[src/common/vp_settings.svh]
// Sparse weight encoder sizes
`ifndef VP_SETTINGS_SVH
`define VP_SETTINGS_SVH

// weight table entries
`define VP_W_LEN      32
// input activation channels
`define VP_IA_CHANNEL 8
// weight and activation word
`define VP_DATA_W     16
// entry address, lanes times bits per lane
`define VP_ADDR_LANES 3
`define VP_ADDR_W     7
// activation channel position
`define VP_POS_W      9
// slots in each output bank
`define VP_BANK_DEPTH 3
// entries looked at per cycle
`define VP_WINDOW     3

`endif

[src/common/vp_pkg.sv]
// Sparse weight encoder types
`include "vp_settings.svh"

package vp_pkg;

    // table index, room for one window past the end
    localparam int IDX_W  = $clog2(`VP_W_LEN + `VP_WINDOW);
    // select widths into the entry and channel arrays
    localparam int ENT_W  = $clog2(`VP_W_LEN);
    localparam int CH_W   = $clog2(`VP_IA_CHANNEL);
    localparam int SLOT_W = $clog2(`VP_BANK_DEPTH);

    // signed weight or activation
    typedef logic signed [`VP_DATA_W-1:0] data_t;

    // three-lane packed address
    typedef logic [`VP_ADDR_LANES-1:0][`VP_ADDR_W-1:0] addr_t;

    typedef logic [`VP_POS_W-1:0] pos_t;
    typedef logic [IDX_W-1:0]     idx_t;
    typedef logic [SLOT_W-1:0]    slot_t;

    // right bank fills first in every run
    typedef enum logic {
        BANK_RIGHT = 1'b0,
        BANK_LEFT  = 1'b1
    } bank_e;

    // one gathered operand triple
    typedef struct packed {
        addr_t addr;
        data_t w_data;
        data_t ia_data;
    } item_t;

endpackage

[src/common/vp_item_if.sv]
// Gathered item bus
`timescale 1ns/1ps

interface vp_item_if;

    // one cycle per gathered item
    logic           wr;
    // end of run, slot holds the fill count
    logic           flush;
    // target slot, or count on flush
    vp_pkg::slot_t  slot;
    vp_pkg::bank_e  bank;
    vp_pkg::item_t  item;

    // gather side
    modport src (
        output wr,
        output flush,
        output slot,
        output bank,
        output item
    );

    // bank pair side, always accepts
    modport dst (
        input wr,
        input flush,
        input slot,
        input bank,
        input item
    );

endinterface

[src/rtl/vp_scan_ctrl.sv]
// Window scanner and run control
`timescale 1ns/1ps
`include "vp_settings.svh"

module vp_scan_ctrl (
    input  logic          i_clk,
    input  logic          i_rst_n,
    input  logic          i_start,
    input  logic          i_valid_buf [0:`VP_W_LEN-1],
    input  vp_pkg::idx_t  i_w_len,
    output logic          o_pick,
    output vp_pkg::idx_t  o_pick_idx,
    output vp_pkg::slot_t o_slot,
    output vp_pkg::bank_e o_bank,
    output logic          o_tail
);

    localparam vp_pkg::slot_t SLOT_LAST = vp_pkg::slot_t'(`VP_BANK_DEPTH - 1);

    logic                  busy_q;
    vp_pkg::idx_t          idx_q;
    vp_pkg::slot_t         slot_q;
    vp_pkg::bank_e         bank_q;

    // length clamped to the table
    vp_pkg::idx_t          len_eff;
    logic [`VP_WINDOW-1:0] win_v;
    vp_pkg::idx_t          pick_off;
    vp_pkg::idx_t          step;
    logic                  at_end;
    logic                  any_v;

    always_comb begin
        if (i_w_len > vp_pkg::idx_t'(`VP_W_LEN)) begin
            len_eff = vp_pkg::idx_t'(`VP_W_LEN);
        end else begin
            len_eff = i_w_len;
        end
    end

    // entries at or past the length read as invalid
    always_comb begin : win_mask
        vp_pkg::idx_t ent;
        for (int k = 0; k < `VP_WINDOW; k++) begin
            ent = idx_q + vp_pkg::idx_t'(k);
            win_v[k] = (ent < len_eff) && i_valid_buf[ent[vp_pkg::ENT_W-1:0]];
        end
    end

    // lowest valid offset wins
    always_comb begin
        pick_off = '0;
        for (int k = `VP_WINDOW - 1; k >= 0; k--) begin
            if (win_v[k]) begin
                pick_off = vp_pkg::idx_t'(k);
            end
        end
    end

    assign any_v  = |win_v;
    assign at_end = idx_q >= len_eff;
    // step past the pick or over an empty window
    assign step   = any_v ? pick_off + vp_pkg::idx_t'(1) : vp_pkg::idx_t'(`VP_WINDOW);

    assign o_pick     = busy_q && any_v;
    assign o_tail     = busy_q && at_end;
    assign o_pick_idx = idx_q + pick_off;
    assign o_slot     = slot_q;
    assign o_bank     = bank_q;

    always_ff @(posedge i_clk or negedge i_rst_n) begin
        if (!i_rst_n) begin
            busy_q <= 1'b0;
            idx_q  <= '0;
            slot_q <= '0;
            bank_q <= vp_pkg::BANK_RIGHT;
        end else if (!busy_q) begin
            // start only honored from idle
            if (i_start) begin
                busy_q <= 1'b1;
                idx_q  <= '0;
                slot_q <= '0;
                bank_q <= vp_pkg::BANK_RIGHT;
            end
        end else if (at_end) begin
            // tail cycle returns to idle on the right bank
            busy_q <= 1'b0;
            slot_q <= '0;
            bank_q <= vp_pkg::BANK_RIGHT;
        end else begin
            idx_q <= idx_q + step;
            if (any_v) begin
                if (slot_q == SLOT_LAST) begin
                    slot_q <= '0;
                    bank_q <= (bank_q == vp_pkg::BANK_RIGHT) ? vp_pkg::BANK_LEFT
                                                             : vp_pkg::BANK_RIGHT;
                end else begin
                    slot_q <= slot_q + vp_pkg::slot_t'(1);
                end
            end
        end
    end

    // window mask alone keeps picks out of the tail cycle
    a_tail_quiet: assert property (
        @(posedge i_clk) disable iff (!i_rst_n)
        o_tail |-> !o_pick
    );

endmodule

[src/rtl/vp_operand_gather.sv]
// Operand gather stage
`timescale 1ns/1ps
`include "vp_settings.svh"

module vp_operand_gather (
    input  logic          i_clk,
    input  logic          i_rst_n,
    input  logic          i_pick,
    input  vp_pkg::idx_t  i_pick_idx,
    input  vp_pkg::slot_t i_slot,
    input  vp_pkg::bank_e i_bank,
    input  logic          i_tail,
    input  vp_pkg::addr_t i_addr_buf [0:`VP_W_LEN-1],
    input  vp_pkg::pos_t  i_pos_buf  [0:`VP_W_LEN-1],
    input  vp_pkg::data_t i_w_data   [0:`VP_W_LEN-1],
    input  vp_pkg::data_t i_ia_data  [0:`VP_IA_CHANNEL-1],
    vp_item_if.src        item_out
);

    logic [vp_pkg::ENT_W-1:0] ent;
    vp_pkg::pos_t             pos;
    vp_pkg::item_t            sel_item;

    // picked index is always inside the table
    assign ent = i_pick_idx[vp_pkg::ENT_W-1:0];
    assign pos = i_pos_buf[ent];

    always_comb begin
        sel_item.addr    = i_addr_buf[ent];
        sel_item.w_data  = i_w_data[ent];
        // activation chosen by the entry's channel position
        sel_item.ia_data = i_ia_data[pos[vp_pkg::CH_W-1:0]];
    end

    // strobes and tags, one cycle behind the scanner
    always_ff @(posedge i_clk or negedge i_rst_n) begin
        if (!i_rst_n) begin
            item_out.wr    <= 1'b0;
            item_out.flush <= 1'b0;
            item_out.slot  <= '0;
            item_out.bank  <= vp_pkg::BANK_RIGHT;
        end else begin
            item_out.wr    <= i_pick;
            item_out.flush <= i_tail;
            item_out.slot  <= i_slot;
            item_out.bank  <= i_bank;
        end
    end

    // payload only moves on a pick
    always_ff @(posedge i_clk) begin
        if (i_pick) begin
            item_out.item <= sel_item;
        end
    end

    // table positions must point at a real channel
    a_pos_range: assert property (
        @(posedge i_clk) disable iff (!i_rst_n)
        i_pick |-> (pos < vp_pkg::pos_t'(`VP_IA_CHANNEL))
    );

endmodule

[src/rtl/vp_bank_pair.sv]
// Ping-pong output banks
`timescale 1ns/1ps
`include "vp_settings.svh"

module vp_bank_pair (
    input  logic          i_clk,
    input  logic          i_rst_n,
    vp_item_if.dst        item_in,
    output logic          o_right_ready,
    output logic          o_left_ready,
    output logic          o_finish,
    output vp_pkg::item_t o_right_bank [0:`VP_BANK_DEPTH-1],
    output vp_pkg::item_t o_left_bank  [0:`VP_BANK_DEPTH-1]
);

    localparam vp_pkg::slot_t SLOT_LAST = vp_pkg::slot_t'(`VP_BANK_DEPTH - 1);

    vp_pkg::item_t right_q [0:`VP_BANK_DEPTH-1];
    vp_pkg::item_t left_q  [0:`VP_BANK_DEPTH-1];
    logic          right_ready_q;
    logic          left_ready_q;
    logic          finish_q;

    logic          to_right;
    logic          tail_fill;
    // bank complete, either by its last slot or by a tail
    logic          publish;

    assign to_right  = item_in.bank == vp_pkg::BANK_RIGHT;
    assign tail_fill = item_in.flush && (item_in.slot != '0);
    assign publish   = (item_in.wr && item_in.slot == SLOT_LAST) || tail_fill;

    always_ff @(posedge i_clk or negedge i_rst_n) begin
        if (!i_rst_n) begin
            for (int s = 0; s < `VP_BANK_DEPTH; s++) begin
                right_q[s] <= '0;
                left_q[s]  <= '0;
            end
            right_ready_q <= 1'b0;
            left_ready_q  <= 1'b0;
            finish_q      <= 1'b0;
        end else begin
            // ready lands together with the last write
            right_ready_q <= publish && to_right;
            left_ready_q  <= publish && !to_right;
            finish_q      <= item_in.flush;
            if (item_in.wr) begin
                if (to_right) begin
                    right_q[item_in.slot] <= item_in.item;
                end else begin
                    left_q[item_in.slot] <= item_in.item;
                end
            end else if (tail_fill) begin
                // clear operands of unfilled slots, addresses stay
                for (int s = 0; s < `VP_BANK_DEPTH; s++) begin
                    if (vp_pkg::slot_t'(s) >= item_in.slot) begin
                        if (to_right) begin
                            right_q[s].w_data  <= '0;
                            right_q[s].ia_data <= '0;
                        end else begin
                            left_q[s].w_data  <= '0;
                            left_q[s].ia_data <= '0;
                        end
                    end
                end
            end
        end
    end

    assign o_right_ready = right_ready_q;
    assign o_left_ready  = left_ready_q;
    assign o_finish      = finish_q;
    assign o_right_bank  = right_q;
    assign o_left_bank   = left_q;

    // one bank per pulse, and never two pulses back to back
    a_ready_excl: assert property (
        @(posedge i_clk) disable iff (!i_rst_n)
        (o_right_ready || o_left_ready) |->
            (o_right_ready != o_left_ready) ##1 !(o_right_ready || o_left_ready)
    );

endmodule

[src/rtl/vp_encoder.sv]
// Sparse weight encoder top
`timescale 1ns/1ps
`include "vp_settings.svh"

module vp_encoder (
    input  logic          i_clk,
    input  logic          i_rst_n,
    input  logic          i_start,
    input  vp_pkg::addr_t i_addr_buf  [0:`VP_W_LEN-1],
    input  logic          i_valid_buf [0:`VP_W_LEN-1],
    input  vp_pkg::pos_t  i_pos_buf   [0:`VP_W_LEN-1],
    input  vp_pkg::data_t i_w_data    [0:`VP_W_LEN-1],
    input  vp_pkg::data_t i_ia_data   [0:`VP_IA_CHANNEL-1],
    input  vp_pkg::idx_t  i_w_len,
    output logic          o_right_ready,
    output logic          o_left_ready,
    output vp_pkg::addr_t o_addr_right_buffer    [0:`VP_BANK_DEPTH-1],
    output vp_pkg::data_t o_w_data_right_buffer  [0:`VP_BANK_DEPTH-1],
    output vp_pkg::data_t o_ia_data_right_buffer [0:`VP_BANK_DEPTH-1],
    output vp_pkg::addr_t o_addr_left_buffer     [0:`VP_BANK_DEPTH-1],
    output vp_pkg::data_t o_w_data_left_buffer   [0:`VP_BANK_DEPTH-1],
    output vp_pkg::data_t o_ia_data_left_buffer  [0:`VP_BANK_DEPTH-1],
    output logic          o_finish
);

    // scanner to gather
    logic          pick;
    vp_pkg::idx_t  pick_idx;
    vp_pkg::slot_t slot;
    vp_pkg::bank_e bank;
    logic          tail;

    vp_pkg::item_t right_bank [0:`VP_BANK_DEPTH-1];
    vp_pkg::item_t left_bank  [0:`VP_BANK_DEPTH-1];

    // gather to banks
    vp_item_if item_bus ();

    vp_scan_ctrl scan_ctrl_i (
        .i_clk       (i_clk),
        .i_rst_n     (i_rst_n),
        .i_start     (i_start),
        .i_valid_buf (i_valid_buf),
        .i_w_len     (i_w_len),
        .o_pick      (pick),
        .o_pick_idx  (pick_idx),
        .o_slot      (slot),
        .o_bank      (bank),
        .o_tail      (tail)
    );

    vp_operand_gather operand_gather_i (
        .i_clk      (i_clk),
        .i_rst_n    (i_rst_n),
        .i_pick     (pick),
        .i_pick_idx (pick_idx),
        .i_slot     (slot),
        .i_bank     (bank),
        .i_tail     (tail),
        .i_addr_buf (i_addr_buf),
        .i_pos_buf  (i_pos_buf),
        .i_w_data   (i_w_data),
        .i_ia_data  (i_ia_data),
        .item_out   (item_bus.src)
    );

    vp_bank_pair bank_pair_i (
        .i_clk         (i_clk),
        .i_rst_n       (i_rst_n),
        .item_in       (item_bus.dst),
        .o_right_ready (o_right_ready),
        .o_left_ready  (o_left_ready),
        .o_finish      (o_finish),
        .o_right_bank  (right_bank),
        .o_left_bank   (left_bank)
    );

    // split items into the per-field output arrays
    for (genvar s = 0; s < `VP_BANK_DEPTH; s++) begin : g_split
        assign o_addr_right_buffer[s]    = right_bank[s].addr;
        assign o_w_data_right_buffer[s]  = right_bank[s].w_data;
        assign o_ia_data_right_buffer[s] = right_bank[s].ia_data;
        assign o_addr_left_buffer[s]     = left_bank[s].addr;
        assign o_w_data_left_buffer[s]   = left_bank[s].w_data;
        assign o_ia_data_left_buffer[s]  = left_bank[s].ia_data;
    end

endmodule

[config.mk]
export PLATFORM = sky130hd
export DESIGN_NAME = vp_encoder
export DESIGN_NICKNAME = d
export VERILOG_FILES = /design/src/common/vp_pkg.sv /design/src/common/vp_item_if.sv /design/src/rtl/vp_scan_ctrl.sv /design/src/rtl/vp_operand_gather.sv /design/src/rtl/vp_bank_pair.sv /design/src/rtl/vp_encoder.sv
export VERILOG_INCLUDE_DIRS = /design/src /design/src/common
export SDC_FILE = /design/constraint.sdc
export NUM_CORES = 1
export LEC_CHECK = 0
export BUFFER_PORTS_ARGS = -buffer_cell sky130_fd_sc_hd__buf_2
export CORE_AREA = 2 2 772 774
export DETAILED_ROUTE_END_ITERATION = 8
export DIE_AREA = 0 0 774 776
export PLACE_DENSITY = 0.3
export SLEW_MARGIN = 25
export SYNTH_ARGS = -nofsm -noshare
export SYNTH_HDL_FRONTEND = slang
export SYNTH_SLANG_ARGS = --single-unit
[constraint.sdc]
create_clock -name i_clk -period 15.67 [get_ports i_clk]
set_input_delay 1.567 -clock i_clk [delete_from_list [all_inputs] [get_ports i_clk]]
set_output_delay 1.567 -clock i_clk [all_outputs]
set_load 0.005 [all_outputs]
==> metrics.csv, run 1 <==
stage,metric,value,unit
setup_path,CP Max Fanout,54,
synth,Main synth FF type,dfrtp_1,
synth,sequential-to-total area share from yosys stat,37.2,%
floorplanning,I/O pin cnt,1962,
clock_network,"Setup Fix Bufs, Post-CTS",0,
setup_path,Worst path slowest cell,or4b_1,
synth,number of enable flip-flop cells after synthesis,53,
outcome,status,completed,
synth,post-synthesis cell count,1848,
timing,Tightest Pin Transition,1.03,ns
routing,Via Count,26800,
routing,Remaining DRCs,0,
run,maxcap violations,0,
grt,pin count of the biggest net entering global routing,92,
timing,RSZ-0062 raised after global routing,false,
finish,fin nets,5213,
timing,Slew Limit Headroom,31.1,%
synth,Post-Syn Nets,3514,
clock_network,Worst-Skew Late Latency,0.68,ns
routing,met1 WL,129000,um
clock_network,CTS Hold Buffers Added,0,
synth,largest family of logic cells by synthesized area,multiplexers,
grt,Congestion Overflow GR,0,
synth,#FFs+latches synth,389,
setup_path,kind of critical path,input pin to register,
synth,Synth top area share,33.5,%
clock_network,cts bufs inserted,47,
routing,Routed Antenna Nets,0,
setup_path,WP data required,16.11,ns
finish,layout cells sized above 1,70.6,%
finish,fin cells,11500,
synth,Adder-Cell Fraction of Synth Area,1.19,%
worst_hold_path,Tightest Hold Check Type,register to register,
synth,synth top area cells,"mux4_2 (34%), dfrtp_1 (31%), mux2_2 (8.1%)",
timing,skew final,0.0479,ns
floorplanning,Die Wd,774,um
setup_path,WP data arrival,8.88,ns
timing,fin. max-slew vios,0,
timing,period utilization,53.9,%
setup_path,Critical Path Sink Type,register,
timing,final hold viol count,0,
timing,post-layout minimum cycle time,8.45,ns
routing,total wire length,306000,um
floorplanning,initial core utilization,4.54,%
placed_design,Cells after DPL,11300,
finish,"commonest non-fill, non-tap cell in the layout",buf_2,
routing,metal2 WL,141000,um
routing,initial DRC count,1463,
routing,WL met3,27400,um
synth,mapped cell area,26900,um^2
synth,"Distinct cells, synth",77,
floorplanning,# rows,283,
synth,post-synthesis xor/xnor area fraction,0.586,%
synth,fraction of registers with async set/reset,86.4,%
routing,Max Used Layer,met5,
setup_path,Worst setup SP type,input pin,
synth,Synth Area per Inst,14.5,um^2
clock_network,Longest Clk Path Bufs,3,
grt,vias in the first global route,27600,
placed_design,global placement routability congestion,0.842,
clock_network,TritonCTS clock tree,yes,
finish,most frequent cells in the layout,"buf_2 (1768), mux4_2 (400), dfrtp_1 (335)",
floorplanning,die area,601000,um^2
timing,Final Setup Violations,0,
clock_network,CTS Sinks,389,
timing,setup TNS,0,ns
clock_network,Root Buffer,clkbuf_16,
finish,Final Util,7.94,%
synth,simple-gate share of the synthesized area,4.70,%
routing,1st-pass router iterations,5,
clock_network,Post-CTS Resized,0,
timing,setup ws final,7.22,ns
placed_design,dpl ws,6.33,ns
routing,wire length per cell,26.7,um
clock_network,H-tree levels,2,
setup_path,crit-path leading delay family,compound AO/OA/AOI/OAI gates,
placed_design,DP HPWL,276000,um
grt,first-pass GRT wire length,368000,um
grt,antenna violations before repair,243,
setup_path,WP buf/inv,5,
placed_design,PortBufs,1769,
floorplanning,Core Area,592000,um^2
floorplanning,die height,776,um
synth,Ys Warns,0,
routing,vias per cell,2.34,
setup_path,Max stage delay on crit path,0.79,ns
setup_path,CP dominant cell by count,a21oi_1,
timing,maximum clock frequency,118,MHz
clock_network,clock-pin slew of the registers on the worst-case setup and hold paths,0.07,ns
finish,"Area growth, synth to finish",75.0,%
synth,Synth Area in Compound Gates,7.93,%
synth,leading area contributor after synthesis,mux4_2,
grt,gr usage total,9.78,%
synth,mux share of post-synthesis cell area,45.1,%
==> flip-flops by register name (all words and copies together) (netlist names), 2 cells and up <==
register / flops
bank_pair_i.o_left_bank: 159
scan_ctrl_i.o_slot: 2
scan_ctrl_i.idx_q: 6
bank_pair_i.o_right_bank: 159
operand_gather_i.item_out.slot: 2
operand_gather_i.item_out.item: 53
==> through the flow <==
stage | hold slack, ns | area (um^2)
final | 0.408 | 47000
after global routing | 0.442 | 47000
after CTS | 0.416 | 46900
after detailed placement | 0.399 | 45400
after global placement | 0.394 | 45300
after floorplan | 0.368 | 26900
==> worst register-to-register path, stage by stage, from the launching register on <==
cell and delay, ns:
dfrtp_1 0.33, buf_4 0.37, ha_1 0.38, xnor2_2 0.18, inv_2 0.20, a2111oi_0 0.10
nor4_1 0.69, o22ai_1 0.24, nor4_1 0.73, nand2_1 0.15, xnor2_1 0.19, ha_4 0.63
buf_4 0.71, mux4_2 0.56, a21oi_1 0.16, a21oi_1 0.05, a31o_2 0.24, a2111o_1 0.33
a21boi_1 0.14, a22o_4 0.38, buf_4 0.45, mux2i_1 0.50, a22o_1 0.21, nor2_1 0.06
==> metal layers <==
| layer | global-route usage [%] | up-vias |
|---|---|---|
| li1 | - | 11100 |
| met1 | 12.3 | 13400 |
| met2 | 16.1 | 1788 |
| met3 | 3.42 | 457 |
| met4 | 2.14 | 88 |
| met5 | 0 | - |
==> logic make-up after synthesis <==
family | Yosys count
AOI/OAI and AO/OA | 257
xor gates and xnor gates | 15
adders and majority gates | 25
buffers and inverters | 193
DFF | 389
muxes | 684
other | 1
and+or+nand+nor | 284
==> final timing paths <==
path	startpoint	endpoint	slack, ns	cells past startpoint
hold / removal	scan_ctrl_i.o_bank	operand_gather_i.item_out.bank	0.41	0
max in group asynchronous	i_rst_n	bank_pair_i.o_right_bank[73]	12.59	3
hold reg to reg	scan_ctrl_i.o_bank	operand_gather_i.item_out.bank	0.41	0
setup / recovery	i_w_len[5]	operand_gather_i.item_out.item[13]	7.22	25
min in group asynchronous	i_rst_n	bank_pair_i.o_left_bank[42]	0.95	1
setup reg to reg	scan_ctrl_i.idx_q[2]	operand_gather_i.item_out.item[13]	7.45	23
==> final cells by class <==
cell class	instances	area [um^2]
diodes	64	160
clock buffers	66	1350
clock inverters	16	165
fillers	69300	545000
inverters	16	62.6
multi-input cells	1266	16100
flip-flops and latches	389	10000
well taps	7837	9810
repair buffers	1827	9380
==> cells in the mapped netlist (5+ instances only) <==
library cell	number
mux2_2	193
xor2_1	5
buf_2	16
edfxtp_1	53
a22o_1	163
nor3_1	7
dfrtp_1	336
inv_1	13
mux2i_1	85
nand3_1	25
buf_6	14
mux4_2	400
a31oi_1	8
a2111oi_0	13
xnor2_1	8
nor2b_1	15
nand2b_1	6
nand2_1	153
buf_1	6
o22ai_1	7
and2_1	10
ha_1	24
o21ai_0	12
nor2_1	45
a21oi_1	13
buf_4	7
clkbuf_1	133
Power of run 1 is not shown: default switching activity piles up to over one toggle a cycle in this logic, so the estimate is an artifact.
==> inputs of run 2 (changes only) <==
--- a/config.mk
+++ b/config.mk
@@ -6,10 +6,11 @@
 export SDC_FILE = /design/constraint.sdc
 export NUM_CORES = 1
 export LEC_CHECK = 0
+export ABC_AREA = 1
 export BUFFER_PORTS_ARGS = -buffer_cell sky130_fd_sc_hd__buf_2
-export CORE_AREA = 2 2 772 774
+export CORE_AREA = 2 2 771 773
 export DETAILED_ROUTE_END_ITERATION = 8
-export DIE_AREA = 0 0 774 776
+export DIE_AREA = 0 0 773 775
 export PLACE_DENSITY = 0.3
 export SLEW_MARGIN = 25
 export SYNTH_ARGS = -nofsm -noshare
==> constraint.sdc (replaced) <==
create_clock -name i_clk -period 8.8 [get_ports i_clk]
set_input_delay 0.88 -clock i_clk [delete_from_list [all_inputs] [get_ports i_clk]]
set_output_delay 0.88 -clock i_clk [all_outputs]
set_load 0.005 [all_outputs]
==> metrics.csv, run 2 <==
stage,metric,value,unit
clock_network,clock-pin slew of the registers on the worst-case setup and hold paths,0.07,ns
synth,number of enable flip-flop cells after synthesis,53,
grt,gr usage total,10.8,%
synth,synth top area cells,"dfrtp_1 (30%), nand2_1 (15%), a21oi_1 (9.6%)",
clock_network,Post-CTS Resized,0,
setup_path,Worst setup SP type,register,
grt,vias in the first global route,38300,
synth,fraction of registers with async set/reset,86.4,%
grt,Congestion Overflow GR,0,
floorplanning,initial core utilization,4.80,%
routing,initial DRC count,2401,
timing,fin. max-slew vios,0,
finish,fin nets,7461,
clock_network,Longest Clk Path Bufs,3,
finish,Final Util,8.38,%
clock_network,CTS Hold Buffers Added,0,
clock_network,cts bufs inserted,50,
placed_design,global placement routability congestion,0.863,
timing,period utilization,79.1,%
synth,Post-Syn Nets,5814,
floorplanning,Core Area,592000,um^2
floorplanning,Die Wd,773,um
placed_design,DP HPWL,290000,um
synth,mapped cell area,28400,um^2
routing,wire length per cell,24.6,um
finish,most frequent cells in the layout,"buf_2 (1771), nand2_1 (1110), a21oi_1 (544)",
floorplanning,# rows,283,
placed_design,PortBufs,1769,
synth,Ys Warns,0,
routing,Remaining DRCs,0,
finish,post-route cell area,49600,um^2
setup_path,Critical Path Sink Type,register,
synth,leading area contributor after synthesis,dfrtp_1,
clock_network,Root Buffer,clkbuf_16,
timing,Slew Limit Headroom,28.1,%
synth,#FFs+latches synth,389,
routing,Routed Antenna Nets,0,
synth,post-synthesis cell count,4148,
routing,total wire length,338000,um
setup_path,WP data required,9.34,ns
clock_network,"Setup Fix Bufs, Post-CTS",0,
finish,"Area growth, synth to finish",74.7,%
routing,vias per cell,2.80,
timing,final hold viol count,0,
setup_path,kind of critical path,register to register,
clock_network,Worst-Skew Late Latency,0.72,ns
outcome,status,completed,
clock_network,CTS Sinks,389,
grt,antenna violations before repair,177,
finish,"commonest non-fill, non-tap cell in the layout",buf_2,
synth,Synth Area per Inst,6.84,um^2
clock_network,TritonCTS clock tree,yes,
synth,Synth top area share,29.6,%
synth,Main synth FF type,dfrtp_1,
timing,setup TNS,0,ns
setup_path,WP data arrival,7.50,ns
finish,fin cells,13700,
finish,layout cells sized above 1,37.0,%
worst_hold_path,Tightest Hold Check Type,input pin to async pin,
synth,sequential-to-total area share from yosys stat,35.2,%
floorplanning,die height,775,um
timing,post-layout minimum cycle time,6.96,ns
routing,1st-pass router iterations,5,
setup_path,CP Max Fanout,89,
grt,pin count of the biggest net entering global routing,116,
finish,Fillers,70300,
timing,skew final,0.0688,ns
grt,first-pass GRT wire length,422000,um
timing,RSZ-0062 raised after global routing,false,
floorplanning,I/O pin cnt,1962,
run,maxcap violations,0,
timing,Tightest Pin Transition,1.08,ns
synth,Synth top cells by count,"nand2_1 (1121), a21oi_1 (545), o21ai_0 (427)",
placed_design,Cells after DPL,13600,
floorplanning,die area,599000,um^2
timing,maximum clock frequency,144,MHz
routing,Via Count,38500,
clock_network,H-tree levels,2,
synth,most common cell in the netlist,nand2_1,
timing,Final Setup Violations,0,
synth,"Distinct cells, synth",46,
placed_design,dpl cell area,47600,um^2
run 2: cell count changes after synthesis, moves of 85 or more:
cell / change
a21oi_1: +532
o21ai_0: +415
mux4_2: -400
mux2_2: -193
nand3_1: +217
o22ai_1: +173
nand2_1: +968
a221oi_1: +216
inv_1: +287
mux2i_1: -85
clkbuf_1: +155
a22o_1: -163
run 2: path summary, 6_finish.rpt:
kind	from	end	slack [ns]	cells after the start
max in group asynchronous	i_rst_n	bank_pair_i.o_right_bank[127]	6.68	3
min in group i_clk	operand_gather_i.item_out.flush	bank_pair_i.o_finish	0.36	0
max reg2reg	scan_ctrl_i.idx_q[1]	operand_gather_i.item_out.item[36]	1.84	22
max	scan_ctrl_i.idx_q[1]	operand_gather_i.item_out.item[36]	1.84	22
min	i_rst_n	bank_pair_i.o_left_bank[122]	0.11	1
min reg2reg	operand_gather_i.item_out.flush	bank_pair_i.o_finish	0.36	0
run 2: cell type report:
class	instances	area (um^2)	area share, %
timing repair buffer	1973	10600	21.3
clock buffer	64	1440	2.90
antenna	58	145	0.293
sequential	389	10000	20.2
multi-input combinational	3069	16100	32.4
tap	7837	9810	19.8
inverter	312	1200	2.42
clock inverter	29	380	0.767
run 2: per-layer routing:
layer	track usage (%)	routed length, um	vias to the layer above
met2	18.4	160000	1889
met1	14.1	152000	18400
met3	2.55	21000	290
met4	1.47	5370	30
li1	-	-	17800
met5	0	187	-
run 2: critical path, stage by stage, from the launching register on:
cell	delay (ns)
dfrtp_1	0.66
buf_4	0.32
ha_1	0.21
nand2_1	0.08
nor2_1	0.15
xor2_1	0.24
nor2_1	0.06
a21oi_1	0.13
ha_1	0.27
a21oi_1	0.15
o221a_2	0.21
nand2_2	0.10
nor2_1	0.28
ha_4	0.42
inv_8	0.51
buf_4	0.50
buf_4	0.68
nand2_1	0.12
a221oi_1	0.60
buf_4	0.26
o21ai_0	0.19
nand3_1	0.36
and2_1	0.18
run 2: cell families (layout without fill, tap and decap cells):
group,after synthesis,in the layout,synth area share (%)
flip-flops,389,389,35.2
XOR/XNOR,6,6,0.278
other,1,59,0.0132
buffers and inverters,690,2378,9.75
adder cells (fa/ha/maj),25,25,1.13
AND/OR/NAND/NOR,1586,1586,23.3
AO/OA/AOI/OAI,1451,1451,30.4
run 2: per-stage QoR:
step	setup WS, ns	hold WS [ns]
2_1_floorplan	3.93	0.354
3_3_place_gp	1.26	0.364
3_5_place_dp	1.33	0.361
4_1_cts	1.39	0.0813
5_1_grt	1.23	0.133
6_report	1.84	0.108
Power of run 2 is left out for the same reason.
